[src/hw/rdata_mult_pkg.sv]
// Shared widths and beat payload types for the read-data product path
// Control word bit positions, status tag and default ID/version words
package rdata_mult_pkg;

   // ------------------------------
   // Datapath widths
   // ------------------------------
   localparam int LANES     = 8;
   localparam int OPERAND_W = 32;
   localparam int PRODUCT_W = 2 * OPERAND_W;
   localparam int BEAT_W    = LANES * PRODUCT_W;
   localparam int ID_W      = 6;

   // One 64-bit lane of an input beat, upper half first
   typedef struct packed {
      logic [OPERAND_W-1:0] hi;
      logic [OPERAND_W-1:0] lo;
   } operand_pair_t;

   // Input beat, lane 0 in the low 64 bits of the data
   typedef struct packed {
      operand_pair_t [LANES-1:0] pair;
      logic [ID_W-1:0]           id;
      logic                      last;
   } operand_beat_t;

   // Output beat, product of lane i in output lane i
   typedef struct packed {
      logic [LANES-1:0][PRODUCT_W-1:0] prod;
      logic [ID_W-1:0]                 id;
      logic                            last;
   } product_beat_t;

   // ------------------------------
   // Control and status words
   // ------------------------------
   localparam int CTL_DBG_EN_BIT   = 31;
   localparam int CTL_LANE_SEL_LSB = 28;
   localparam int LANE_SEL_W       = 3;

   localparam logic [15:0] STATUS_TAG  = 16'ha111;
   localparam logic [31:0] DEF_VERSION = 32'hee_ee_ee_00;
   // PCI vendor/device and subsystem IDs
   localparam logic [31:0] DEF_ID0     = 32'hf001_1d0f;
   localparam logic [31:0] DEF_ID1     = 32'h1d51_fedc;

endpackage

[src/hw/beat_if.sv]
`timescale 1ns/100ps
// Valid/ready beat stream carrying one payload per transfer
// Source, sink and monitor views of the stream
interface beat_if #(
   parameter type payload_t = logic
) ();

   logic     valid;
   logic     ready;
   payload_t payload;

   // Producer of the stream
   modport source (
      output valid,
      output payload,
      input  ready
   );

   // Consumer of the stream
   modport sink (
      input  valid,
      input  payload,
      output ready
   );

   // Passive observer, counts and captures transfers
   modport monitor (
      input valid,
      input ready,
      input payload
   );

endinterface

[src/hw/lane_mult_pipe.sv]
`timescale 1ns/100ps
// Stallable lane multiplier pipeline, hi * lo unsigned per 64-bit lane
// Operand capture, 48-bit partial products, summed 64-bit products
// Each stage holds one beat and advances when empty or drained
module lane_mult_pipe (
   input logic    clk,
   input logic    sync_rst_n,
   beat_if.sink   ops,
   beat_if.source prods
);

   import rdata_mult_pkg::*;

   localparam int HALF_W = OPERAND_W / 2;
   localparam int PP_W   = OPERAND_W + HALF_W;

   // Stage 1, operands as received
   logic                            s1_valid;
   operand_beat_t                   s1_q;
   // Stage 2, hi times each 16-bit half of lo
   logic                            s2_valid;
   logic [LANES-1:0][PP_W-1:0]      s2_pp_lo;
   logic [LANES-1:0][PP_W-1:0]      s2_pp_hi;
   logic [ID_W-1:0]                 s2_id;
   logic                            s2_last;
   // Stage 3, finished products
   logic                            s3_valid;
   product_beat_t                   s3_q;

   logic                            s1_adv;
   logic                            s2_adv;
   logic                            s3_adv;
   logic [LANES-1:0][PP_W-1:0]      pp_lo;
   logic [LANES-1:0][PP_W-1:0]      pp_hi;
   logic [LANES-1:0][PRODUCT_W-1:0] prod;

   // ------------------------------
   // Stall chain
   // ------------------------------
   assign s3_adv    = !s3_valid || prods.ready;
   assign s2_adv    = !s2_valid || s3_adv;
   assign s1_adv    = !s1_valid || s2_adv;
   assign ops.ready = s1_adv;

   assign prods.valid   = s3_valid;
   assign prods.payload = s3_q;

   // Split multiply, the shifted partial is weighted by 2^16
   always_comb
   begin
      for (int i = 0; i < LANES; i++)
      begin
         pp_lo[i] = s1_q.pair[i].hi * s1_q.pair[i].lo[HALF_W-1:0];
         pp_hi[i] = s1_q.pair[i].hi * s1_q.pair[i].lo[OPERAND_W-1:HALF_W];
         prod[i]  = PRODUCT_W'(s2_pp_lo[i]) + (PRODUCT_W'(s2_pp_hi[i]) << HALF_W);
      end
   end

   // ------------------------------
   // Stage valid bits
   // ------------------------------
   always_ff @(posedge clk or negedge sync_rst_n)
   begin
      if (!sync_rst_n)
      begin
         s1_valid <= 1'b0;
         s2_valid <= 1'b0;
         s3_valid <= 1'b0;
      end
      else
      begin
         if (s1_adv)
         begin
            s1_valid <= ops.valid;
         end
         if (s2_adv)
         begin
            s2_valid <= s1_valid;
         end
         if (s3_adv)
         begin
            s3_valid <= s2_valid;
         end
      end
   end

   // Stage data, loaded only when a beat moves in
   always_ff @(posedge clk)
   begin
      if (s1_adv && ops.valid)
      begin
         s1_q <= ops.payload;
      end
      if (s2_adv && s1_valid)
      begin
         s2_pp_lo <= pp_lo;
         s2_pp_hi <= pp_hi;
         s2_id    <= s1_q.id;
         s2_last  <= s1_q.last;
      end
      if (s3_adv && s2_valid)
      begin
         s3_q.prod <= prod;
         s3_q.id   <= s2_id;
         s3_q.last <= s2_last;
      end
   end

   // Product beat waiting on the output slice is not overwritten
   prod_hold_a : assert property (
      @(posedge clk) disable iff (!sync_rst_n)
      s3_valid && !prods.ready |=> s3_valid && $stable(s3_q)
   );

endmodule

[src/flat_wrapper.sv]
// flat-port wrapper written by rule: the top's interface ports become plain ports
module lane_mult_pipe_flat import rdata_mult_pkg::*;
  (clk, sync_rst_n, ops_valid, ops_payload, ops_ready, prods_valid, prods_payload, prods_ready);
  beat_if ops_i ();
  beat_if prods_i ();
  input logic clk;
  input logic sync_rst_n;
  input wire logic [$bits(ops_i.valid)-1:0] ops_valid;
  input wire logic [$bits(ops_i.payload)-1:0] ops_payload;
  output wire logic [$bits(ops_i.ready)-1:0] ops_ready;
  output wire logic [$bits(prods_i.valid)-1:0] prods_valid;
  output wire logic [$bits(prods_i.payload)-1:0] prods_payload;
  input wire logic [$bits(prods_i.ready)-1:0] prods_ready;
  assign ops_i.valid = ops_valid;
  assign ops_i.payload = ops_payload;
  assign ops_ready = ops_i.ready;
  assign prods_valid = prods_i.valid;
  assign prods_payload = prods_i.payload;
  assign prods_i.ready = prods_ready;
  lane_mult_pipe u_core (.clk(clk), .sync_rst_n(sync_rst_n), .ops(ops_i), .prods(prods_i));
endmodule
[config.mk]
export PLATFORM = sky130hd
export DESIGN_NAME = lane_mult_pipe_flat
export DESIGN_NICKNAME = d
export VERILOG_FILES = /design/src/hw/rdata_mult_pkg.sv /design/src/hw/beat_if.sv /design/src/hw/lane_mult_pipe.sv /design/src/flat_wrapper.sv
export SDC_FILE = /design/constraint.sdc
export NUM_CORES = 1
export LEC_CHECK = 0
export BUFFER_PORTS_ARGS = -buffer_cell sky130_fd_sc_hd__buf_2
export CAP_MARGIN = 20
export CORE_AREA = 2 2 39 41
export CTS_CLUSTER_SIZE = 20
export DETAILED_ROUTE_END_ITERATION = 7
export DIE_AREA = 0 0 41 43
export PLACE_DENSITY_LB_ADDON = 0.1
export REMOVE_ABC_BUFFERS = 1
export SLEW_MARGIN = 5
export SYNTH_ARGS = -nofsm -noshare
export SYNTH_HDL_FRONTEND = slang
export SYNTH_SLANG_ARGS = --single-unit
[constraint.sdc]
create_clock -name clk -period 3.2 [get_ports clk]
set_clock_uncertainty 0.2 [all_clocks]
set_input_delay 0.64 -clock clk [delete_from_list [all_inputs] [get_ports clk]]
set_output_delay 0.64 -clock clk [all_outputs]
set_load 0.02 [all_outputs]
==> metrics.json <==
{
  "run_status": {"value": "finished clean"},
  "number_of_global_route_vias_before_repair": {"value": 139},
  "first_iter_violations": {"value": 1},
  "setup_viol": {"value": 0},
  "worst-endpoint-arrival": {"value": 1.15, "unit": "ns"},
  "timing.rr.start": {"value": "u_core.prods.valid"},
  "maxClockFrequency": {"value": 503, "unit": "MHz"},
  "register_bit_count_reported_by_yosys": {"value": 6},
  "drt_pre_antenna_iters": {"value": 3},
  "finish.instance_area": {"value": 327, "unit": "um2"},
  "vias_per_cell": {"value": 3.51},
  "numCtsBuffers": {"value": 3},
  "final.hold.worst_slack": {"value": 0.209, "unit": "ns"},
  "worstReg2RegEnd": {"value": "u_core.s2_last"},
  "worst_path_most_repeated_cell": {"value": "sky130_fd_sc_hd__buf_2"},
  "grt_max_degree": {"value": 6},
  "clk_transition_reported_paths": {"value": 0.05, "unit": "ns"},
  "rsz0062_at_grt": {"value": "no"},
  "r2r_cells": {"value": 2},
  "synth_seq_area_share": {"value": 70.2, "unit": "%"},
  "layout.cells.most_common": {"value": "sky130_fd_sc_hd__buf_2"},
  "ios": {"value": 8},
  "clk_latency": {"value": 0.24, "unit": "ns"},
  "grt_pass1_wl": {"value": 545, "unit": "um"},
  "hold-path-cell-count": {"value": 0},
  "clock_tree.buffer_depth": {"value": 2},
  "timing_worst_slew_pin_value": {"value": 0.155, "unit": "ns"},
  "worstHoldStart": {"value": "u_core.s1_q[0]"},
  "postRouteWirelength": {"value": 353, "unit": "um"},
  "power-per-cell-area": {"value": 582, "unit": "nW/um2"},
  "placement.io_buffers": {"value": 7},
  "synth-warning-count": {"value": 0},
  "p_total": {"value": 0.000190, "unit": "W"},
  "detail_route.drc_violations": {"value": 0},
  "crit_path_capture_type": {"value": "primary output"},
  "count_of_nets_after_finishing": {"value": 33},
  "postSynthAreaPerCell": {"value": 15.7, "unit": "um2"},
  "dieHeight": {"value": 43, "unit": "um"},
  "layout.area.seq": {"value": 165, "unit": "um2"},
  "post_synthesis_instance_total": {"value": 15},
  "timing.slew.headroom": {"value": 89.6, "unit": "%"},
  "postPlaceCellArea": {"value": 290, "unit": "um2"},
  "power_leakage": {"value": 0.137, "unit": "nW"},
  "full_die_area": {"value": 1760, "unit": "um2"},
  "multiInputGateArea": {"value": 70.1, "unit": "um2"},
  "synthDistinctLibCells": {"value": 9},
  "min_to": {"value": "u_core.s2_last"},
  "number_of_antenna_violations_at_the_first_check_in_global_routing": {"value": 0},
  "post_dr_wirelength_cell": {"value": 8.21, "unit": "um"},
  "path_class": {"value": "in2out"},
  "timing.critical_path.slowest_cell_delay": {"value": 0.21, "unit": "ns"},
  "global_route.overflow_total": {"value": 0},
  "worst_path_max_delay_cell": {"value": "sky130_fd_sc_hd__nand4b_2"},
  "dp.cells": {"value": 38},
  "dr_total_vias": {"value": 151},
  "path_cells": {"value": "buf_2 -> nand4b_2 -> buf_2"},
  "cp-start-kind": {"value": "input pin"},
  "most-common-layout-cells": {"value": "sky130_fd_sc_hd__buf_2 (7), sky130_fd_sc_hd__nand2b_1 (3), sky130_fd_sc_hd__clkbuf_4 (3), sky130_fd_sc_hd__edfxtp_1 (3), sky130_fd_sc_hd__dfrtp_1 (3)"},
  "crit_path_max_fanout": {"value": 3},
  "timing.reg2reg.setup_slack": {"value": 1.97, "unit": "ns"},
  "root_buffer_master": {"value": "sky130_fd_sc_hd__clkbuf_4"},
  "flow.area_growth_from_synthesis": {"value": 38.8, "unit": "%"},
  "layout-drive-gt1-share": {"value": 44.4, "unit": "%"},
  "chipWidth": {"value": 41, "unit": "um"},
  "layout_worst_path_cycle_share": {"value": 62.1, "unit": "%"},
  "peak_supply_drop": {"value": 0.146, "unit": "mV"},
  "design.core.area": {"value": 1380, "unit": "um2"},
  "hold_violations": {"value": 0},
  "fin_crit": {"value": 1.99, "unit": "ns"},
  "clock_sinks": {"value": 6},
  "final.fill_count": {"value": 153},
  "tritoncts": {"value": "done"},
  "timing.hold.worst.class": {"value": "reg2reg"},
  "antenna_cells_inserted": {"value": 0},
  "report.final.slew_viol_count": {"value": 0},
  "post_synth_instance_area": {"value": 235, "unit": "um2"},
  "max_cap_viol_count": {"value": 0},
  "placement_rows": {"value": 14},
  "fin_cells": {"value": 43},
  "effective_utilization_at_floorplan": {"value": 17.0, "unit": "%"},
  "timing.critical_path.required": {"value": 2.36, "unit": "ns"},
  "global_route.usage.total": {"value": 5.76, "unit": "%"},
  "maximum_level_of_the_cts_h_tree": {"value": 1},
  "detail_route_antenna_nets": {"value": 0},
  "totalNegativeSetupSlack": {"value": 0, "unit": "ns"},
  "finalWeightedCongestion": {"value": 0.684}
}
synthesized netlist by cell type:
cell type | number | share of area (%)
sky130_fd_sc_hd__nor2b_1 | 1 | 2.7
sky130_fd_sc_hd__edfxtp_1 | 3 | 38
sky130_fd_sc_hd__dfrtp_1 | 3 | 32
sky130_fd_sc_hd__and2_1 | 1 | 2.7
sky130_fd_sc_hd__a21o_1 | 1 | 3.2
sky130_fd_sc_hd__nand4b_2 | 1 | 6.4
sky130_fd_sc_hd__nand2b_1 | 3 | 8.0
sky130_fd_sc_hd__a21boi_1 | 1 | 3.2
sky130_fd_sc_hd__and2_4 | 1 | 3.7
worst max-delay path: cells and delay by family:
kind	cells	cell delay [ns]
and+or+nand+nor	1	0.21
buffers and inverters	2	0.29
stage by stage:
| stage | utilization (%) | worst slack [ns] |
|---|---|---|
| 5_1_grt | 23.6 | 1.18 |
| 2_1_floorplan | - | 1.43 |
| 4_1_cts | 23.6 | 1.20 |
| 6_report | 23.6 | 1.21 |
| 3_5_place_dp | 21.0 | 1.21 |
| 3_3_place_gp | 21.0 | 1.21 |
where the power goes:
part	switching (W)	internal (W)	total (W)
Combinational	0.0000108	0.0000110	0.0000218
Clock	0.0000279	0.0000473	0.0000752
Sequential	0.00000414	0.0000890	0.0000932
sequential cells by signal, summed over array words and instances (netlist names):
signal / cells
u_core.s1_q: 1
u_core.s2_last: 1
u_core.s2_valid: 1
u_core.s1_valid: 1
u_core.prods.valid: 1
u_core.prods.payload: 1
worst max path at each step:
stage,start,to,slack (ns),cells after the start
after global routing,prods_ready,ops_ready,1.18,3
after detailed placement,prods_ready,ops_ready,1.21,3
after CTS,prods_ready,ops_ready,1.20,3
after global placement,prods_ready,ops_ready,1.21,3
final,prods_ready,ops_ready,1.21,3
after floorplan,prods_ready,ops_ready,1.43,1
metal layers:
metal | vias up | part of all wire [%] | global-route usage [%]
met5 | - | 0 | 0
met4 | 0 | 0 | 4.00
met3 | 0 | 10 | 7.85
met2 | 6 | 50 | 6.56
met1 | 70 | 39 | 4.93
li1 | 75 | - | -
final cells by class:
cell class / count / share of cell area (%)
clock buffer: 4 / 8.05
multi-input combinational: 9 / 21.5
sequential: 6 / 50.6
tap: 16 / 6.13
timing repair buffer: 8 / 13.8
cell families after synthesis:
kind of cell | Yosys count | share of synthesized area [%]
AO/OA/AOI/OAI | 2 | 6.39
flip-flops | 6 | 70.2
AND/OR/NAND/NOR | 7 | 23.4
timing repair:
item	CTS	global route
hold endpoints to repair	3	0
hold buffers	1	0
resized for setup	0	0
setup buffers	0	0
(Power assumes the default switching activity.)
