## src/hw/beat_if.sv

```systemverilog
`timescale 1ns/100ps
// Valid/ready beat stream carrying one payload per transfer
// Source, sink and monitor views of the stream
interface beat_if #(
   parameter type payload_t = logic
) ();

   logic     valid;
   logic     ready;
   payload_t payload;

   // Producer of the stream
   modport source (
      output valid,
      output payload,
      input  ready
   );

   // Consumer of the stream
   modport sink (
      input  valid,
      input  payload,
      output ready
   );

   // Passive observer, counts and captures transfers
   modport monitor (
      input valid,
      input ready,
      input payload
   );

endinterface

```

## src/hw/beat_skid.sv

```systemverilog
`timescale 1ns/100ps
// Two-entry register slice for one valid/ready beat stream
// Main register drives the output, skid register absorbs the beat
// that arrives while the output is stalled
module beat_skid #(
   parameter type payload_t = logic
) (
   input logic    clk,
   input logic    sync_rst_n,
   beat_if.sink   up,
   beat_if.source dn
);

   logic     main_valid;
   logic     skid_valid;
   payload_t main_q;
   payload_t skid_q;
   logic     up_fire;
   logic     main_load;

   assign up_fire   = up.valid && up.ready;
   // Main register is free when empty or drained on this edge
   assign main_load = !main_valid || dn.ready;

   // Ready comes straight from a flop, so no path from dn.ready
   assign up.ready   = !skid_valid;
   assign dn.valid   = main_valid;
   assign dn.payload = main_q;

   // ------------------------------
   // Occupancy
   // ------------------------------
   always_ff @(posedge clk or negedge sync_rst_n)
   begin
      if (!sync_rst_n)
      begin
         main_valid <= 1'b0;
         skid_valid <= 1'b0;
      end
      else if (main_load)
      begin
         // Skid entry moves up first, otherwise a new beat lands in main
         main_valid <= skid_valid || up_fire;
         skid_valid <= 1'b0;
      end
      else if (up_fire)
      begin
         skid_valid <= 1'b1;
      end
   end

   // ------------------------------
   // Payload registers
   // ------------------------------
   always_ff @(posedge clk)
   begin
      if (main_load)
      begin
         if (skid_valid)
         begin
            main_q <= skid_q;
         end
         else if (up_fire)
         begin
            main_q <= up.payload;
         end
      end
      if (!main_load && up_fire)
      begin
         skid_q <= up.payload;
      end
   end

   // Stalled output beat stays put until taken
   dn_hold_a : assert property (
      @(posedge clk) disable iff (!sync_rst_n)
      dn.valid && !dn.ready |=> dn.valid && $stable(dn.payload)
   );

endmodule

```

## src/flat_wrapper.sv

```systemverilog
// flat-port wrapper written by rule: the top's interface ports become plain ports
module beat_skid_flat 
#(
   parameter type payload_t = logic
)
  (clk, sync_rst_n, up_valid, up_payload, up_ready, dn_valid, dn_payload, dn_ready);
  beat_if #(.payload_t(payload_t)) up_i ();
  beat_if #(.payload_t(payload_t)) dn_i ();
  input logic clk;
  input logic sync_rst_n;
  input wire logic [$bits(up_i.valid)-1:0] up_valid;
  input wire logic [$bits(up_i.payload)-1:0] up_payload;
  output wire logic [$bits(up_i.ready)-1:0] up_ready;
  output wire logic [$bits(dn_i.valid)-1:0] dn_valid;
  output wire logic [$bits(dn_i.payload)-1:0] dn_payload;
  input wire logic [$bits(dn_i.ready)-1:0] dn_ready;
  assign up_i.valid = up_valid;
  assign up_i.payload = up_payload;
  assign up_ready = up_i.ready;
  assign dn_valid = dn_i.valid;
  assign dn_payload = dn_i.payload;
  assign dn_i.ready = dn_ready;
  beat_skid #(.payload_t(payload_t)) u_core (.clk(clk), .sync_rst_n(sync_rst_n), .up(up_i), .dn(dn_i));
endmodule
```

## config.mk

```make
export PLATFORM = sky130hd
export DESIGN_NAME = beat_skid_flat
export DESIGN_NICKNAME = d
export VERILOG_FILES = /design/src/hw/beat_if.sv /design/src/hw/beat_skid.sv /design/src/flat_wrapper.sv
export SDC_FILE = /design/constraint.sdc
export NUM_CORES = 1
export LEC_CHECK = 0
export BUFFER_PORTS_ARGS = -buffer_cell sky130_fd_sc_hd__buf_2
export CELL_PAD_IN_SITES_DETAIL_PLACEMENT = 1
export CELL_PAD_IN_SITES_GLOBAL_PLACEMENT = 1
export CORE_AREA = 2 2 39 41
export CTS_BUF_LIST = sky130_fd_sc_hd__clkbuf_8
export DETAILED_ROUTE_END_ITERATION = 8
export DIE_AREA = 0 0 41 43
export GPL_ROUTABILITY_DRIVEN = 0
export PLACE_DENSITY_LB_ADDON = 0.1
export SYNTH_ARGS = -nofsm -noshare
export SYNTH_HDL_FRONTEND = slang
export SYNTH_SLANG_ARGS = --single-unit
```

## constraint.sdc

```tcl
create_clock -name clk -period 2.8 [get_ports clk]
set_clock_uncertainty 0.2 [all_clocks]
set_input_delay 0.56 -clock clk [delete_from_list [all_inputs] [get_ports clk]]
set_output_delay 0.56 -clock clk [all_outputs]
set_load 0.02 [all_outputs]
```

==> reports/results.txt, run 1 <==
outcome: finished clean
clock slew at reported path FFs: 0.04 ns
busiest layer in global routing: met2
antenna violation net count after detailed routing: 0
Fmax: 634.2 MHz
Post-Syn Nets: 17
Hold Vio Cnt, Final: 0
critical path class: reg -> out
setup violators final: 0
initial antenna violation count: 0
Pre-antenna DRT Iters: 3
hold depth: 1
Critical Path RT: 2.04 ns
fraction of layout cells with a size suffix above 1: 45.83%
Int Pwr: 169.8 uW
area post-placement: 219.0 sq um
CTS tree: done
worst r2r src: u_core.skid_valid$_DFFE_PN0P_
CP top delay family: flip-flops
register share of total power: 32.7%
Sink Count: 4
minimum clock period: 1.577 ns
Vert. Die Dim: 43 um
power share of the combinational group: 9.5%
Hold Path End: u_core.skid_q$_DFFE_PP_
Synth cell types: 9
gr ovfl total: 0
Critical Path AT: 0.82 ns
setup TNS: 0 ns
max incr delay on CP: 0.40 ns
core footprint: 1384 sq um
final slew viol count: 0
Mapped Cells: 12
std cell rows: 14
HP Start: up_payload
starting DRC count in detailed routing: 1
clk_lat worst skew: 0.22 ns
Boundary Pins: 8
switching share of power: 20.24%
GRT met1 Usage: 6.169%
Die ar.: 1763 sq um
post-layout power: 212.9 uW
hold crit path type: in -> reg
mapped cell area: 163.9 sq um
Syn. warnings: 0
FF+latch count, synth: 4
Tot GR Track Use: 5.237%
Levels on crit path: 2
CTS Buffer Depth: 2
CP bufs+invs: 2
htree depth: 1
Tightest Pin Transition: 0.2041 ns
final cycle utilization of the critical path: 56.31%
GR Layer Usage met2: 6.563%
sequential share of the synthesized area: 67.18%
Syn-to-layout area delta: 67.18%
max-cap violations: 0
Psw: 43.10 uW
via count: 128
CP endpoint kind: primary output
vias in the first global route: 148
pin count of the biggest net entering global routing: 5
Critical R2R Capture: u_core.dn.payload$_DFFE_PP_
first-pass GRT wire length: 586 um
worst-path cell chain: inv_1 > buf_2
WL final: 319 um
PwrDens: 776.9 nW/um^2
Max VDD drop: 0.0003334 V
Resized Gates After CTS: 0
ANT cells: 0
CTS buffer count: 3
RSZ-0062 raised after global routing: false
Leak Pwr: 0.0001246 uW
routed len/inst: 7.975 um
Final Cell Area: 274.0 sq um
Util after Layout: 19.80%
Relative slew margins: 86.34%
CTS Root Cell: clkbuf_8
R2R setup slack: 1.63 ns
Residual DRC: 0
reg2reg path depth: 1
port buffer count: 7
Slowest cell on crit path: dfrtp_1
Syn Area/Cell: 13.66 sq um
die width: 41 um
met3 Usage GRT: 6.283%
CP Max Fanout: 4
nets: 30
Initial Utilization: 11.84%
CP Launch Type: flip-flop
Via density: 3.200
Clock Power Share: 57.8%
HPWL Detailed: 253.4 um
-- what timing repair did --
item	4_1_cts	5_1_grt
endpoints found under the hold margin	2	0
endpoints found under the setup margin	0	0
hold buffers	1	0
setup buffers	0	0
-- synthesized netlist by cell type (all sizes together) --
library cell | number | area share, %
nor2b | 1 | 3.8
nor3b | 1 | 4.6
nor2 | 2 | 4.6
edfxtp | 2 | 37
dfrtp | 2 | 31
inv | 1 | 2.3
mux2 | 1 | 6.9
nand2b | 1 | 8.4
nand2 | 1 | 2.3
-- state kept, by name, summed over array words and instances, names as in the netlist --
register and count:
u_core.skid_valid 1, u_core.dn.payload 1, u_core.dn.valid 1, u_core.skid_q 1
-- per-stage QoR --
step | std cells | hold WS (ns) | worst slack, ns
6_report | 40 | 0.3362 | 1.223
5_1_grt | 40 | 0.3298 | 1.171
4_1_cts | 40 | 0.3306 | 1.209
3_5_place_dp | 35 | 0.1501 | 1.276
3_3_place_gp | 35 | 0.1488 | 1.275
2_1_floorplan | 12 | 0.06441 | 1.400
-- worst max path at each step --
stage,startpoint,end,slack [ns]
final,u_core.skid_valid$_DFFE_PN0P_,up_ready,1.22
after global routing,u_core.skid_valid$_DFFE_PN0P_,up_ready,1.17
after CTS,u_core.skid_valid$_DFFE_PN0P_,up_ready,1.21
after detailed placement,dn_ready,u_core.skid_q$_DFFE_PP_,1.28
after global placement,dn_ready,u_core.skid_q$_DFFE_PP_,1.28
after floorplan,dn_ready,u_core.skid_q$_DFFE_PP_,1.40
-- cell families (layout without fill, tap and decap cells) --
logic type    count (synthesis)  count (layout)  synth area share, %
buf+inv                       1              13                2.288
flops                         4               4                67.18
mux                           1               1                6.870
simple gates                  6               6                23.67
-- layer usage --
metal	up-vias	routed length (um)
met5	-	0
met4	0	0
met3	0	44
met2	7	141
met1	58	133
li1	63	-
-- power groups by stage --
stage | Combinational, uW | Clock (uW) | Sequential [uW]
finish | 20.3 | 123 | 69.5
global route | 22.9 | 136 | 70.1
CTS | 20.8 | 128 | 69.6
detailed placement | 19.8 | 0 | 70.4
global placement | 19.8 | 0 | 70.3
floorplan | 8.54 | 0 | 73.2
-- area by class of cell --
cell class / count / area [sq um]
Fill cell: 165 / 1110
Timing Repair Buffer: 8 / 45.04
Tap cell: 16 / 20.02
Sequential cell: 4 / 110.1
Inverter: 1 / 3.754
Clock inverter: 1 / 3.754
Clock buffer: 3 / 41.29
Multi-Input combinational cell: 7 / 50.05
-- layout by cell type (no fill, tap or decap), drive strengths merged --
master / netlist / layout
nor2b: 1 / 1
clkbuf: 0 / 3
dlygate4sd3: 0 / 1
nand2: 1 / 1
dfrtp: 2 / 2
mux2: 1 / 1
edfxtp: 2 / 2
nand2b: 1 / 1
buf: 0 / 7
nor3b: 1 / 1
nor2: 2 / 2
inv: 1 / 2
(Power assumes the default switching activity.)
==> run 2, diff against run 1 <==
==> constraint.sdc (replaced) <==
create_clock -name clk -period 1.4 [get_ports clk]
set_clock_uncertainty 0.2 [all_clocks]
set_input_delay 0.28 -clock clk [delete_from_list [all_inputs] [get_ports clk]]
set_output_delay 0.28 -clock clk [all_outputs]
set_load 0.02 [all_outputs]
==> run 2 against run 1 <==
  * Combinational power rose by 100%
  * Non-clock buffer count did not move
  * Flip-flop and latch count did not move
  * Hold slack got worse by 0.28 ns
  * Highest routed layer unchanged
==> reports/results.txt, run 2 (synthesized netlist as in run 1, its figures left out) <==
Pre-antenna DRT Iters: 1
clk_lat worst skew: 0.21 ns
top sig layer: met3
Resized Gates After CTS: 0
Initial Utilization: 11.84%
Clock Power Share: 57.9%
most frequent cells in the layout: buf_2 (7), clkbuf_8 (3)
core footprint: 1384 sq um
CTS buffer count: 3
Via density: 3.275
Tot GR Track Use: 5.247%
HPWL Detailed: 259.3 um
CTS Buffer Depth: 2
outcome: finished clean
CP Launch Type: flip-flop
nets: 30
hold crit path type: in -> reg
Post-CTS Setup Inserts: 0
RSZ-0062 raised after global routing: false
DRT met1 WL: 135 um
Sink Count: 4
Syn-to-layout area delta: 67.18%
Psw: 87.80 uW
WL final: 339 um
Vert. Die Dim: 43 um
htree depth: 1
CP Max Fanout: 4
fraction of layout cells with a size suffix above 1: 45.83%
Int Pwr: 339.7 uW
register share of total power: 32.6%
Slowest cell on crit path: dfrtp_1
Seq. cell area: 110.1 sq um
Relative slew margins: 86.33%
critical path class: reg -> out
CP top delay family: flip-flops
setup violators final: 0
met2 WL: 156 um
initial antenna violation count: 0
die width: 41 um
Hold Vio Cnt, Final: 0
met3 WL: 46 um
number of hold buffers added after cts: 1
Residual DRC: 0
max incr delay on CP: 0.40 ns
Tightest Pin Transition: 0.2042 ns
Max VDD drop: 0.0006186 V
Critical Path AT: 0.82 ns
antenna violation net count after detailed routing: 0
CP endpoint kind: primary output
routed len/inst: 8.475 um
Fmax: 766.4 MHz
starting DRC count in detailed routing: 0
first-pass GRT wire length: 572 um
setup TNS: 0 ns
pin count of the biggest net entering global routing: 5
clock slew at reported path FFs: 0.04 ns
power share of the combinational group: 9.5%
worst-path cell chain: inv_1 > buf_2
CTS tree: done
switching share of power: 20.54%
final cycle utilization of the critical path: 93.20%
Leak Pwr: 0.0001246 uW
std cell rows: 14
CP bufs+invs: 2
Layout Cells excl Fill: 40
Critical Path RT: 0.92 ns
CTS Root Cell: clkbuf_8
footprint of the multi-input gates: 50.05 sq um
vias in the first global route: 138
ANT cells: 0
max-cap violations: 0
Fill cells: 159
most common cell after layout, fill and taps aside: buf_2
Boundary Pins: 8
Die ar.: 1763 sq um
minimum clock period: 1.305 ns
port buffer count: 7
Cells after DPL: 35
final slew viol count: 0
via count: 131
gr ovfl total: 0
PwrDens: 1560 nW/um^2
## run 2: layer usage
layer	up-vias	global-route usage, %
met4	0	0
met5	-	0
met1	62	6.209
met3	0	6.283
li1	62	-
met2	7	6.563
## run 2: power by group through the flow
stage,sequential [uW],clock [uW],combinational [uW]
finish,139,247,40.8
global route,140,271,45.9
CTS,139,258,42.0
detailed placement,141,0,39.8
global placement,141,0,39.5
floorplan,146,0,17.1
## run 2: final timing paths
path / start / endpoint / slack (ns) / depth (start not counted)
max reg2reg: u_core.skid_valid$_DFFE_PN0P_ / u_core.dn.payload$_DFFE_PP_ / 0.22 / 1
min in group asynchronous: sync_rst_n / u_core.skid_valid$_DFFE_PN0P_ / 0.19 / 2
max in group asynchronous: sync_rst_n / u_core.dn.valid$_DFFE_PN0P_ / 0.71 / 2
max: u_core.skid_valid$_DFFE_PN0P_ / up_ready / 0.1 / 2
min reg2reg: u_core.skid_q$_DFFE_PP_ / u_core.dn.payload$_DFFE_PP_ / 0.34 / 1
min: up_payload / u_core.skid_q$_DFFE_PP_ / 0.05 / 1
## run 2: area by class of cell
cell class	count	area share, %
multi-input combinational	7	18.26
tap	16	7.306
clock buffer	3	15.07
sequential	4	40.18
timing repair buffer	8	16.44
inverter	1	1.370
clock inverter	1	1.370
## run 2: metrics by stage
step / total power [uW] / cell area, sq um / hold WS (ns) / utilization, % / worst slack (ns)
after global routing: 457.2 / 274.0 / 0.05562 / 19.80 / 0.03738
final: 427.5 / 274.0 / 0.05223 / 19.80 / 0.09522
after CTS: 438.9 / 274.0 / 0.05059 / 19.80 / 0.08473
after global placement: 180.1 / 219.0 / -0.1306 / 15.82 / 0.1596
after floorplan: 163.5 / 163.9 / -0.2156 / - / 0.1400
after detailed placement: 180.8 / 219.0 / -0.1303 / 15.82 / 0.1449
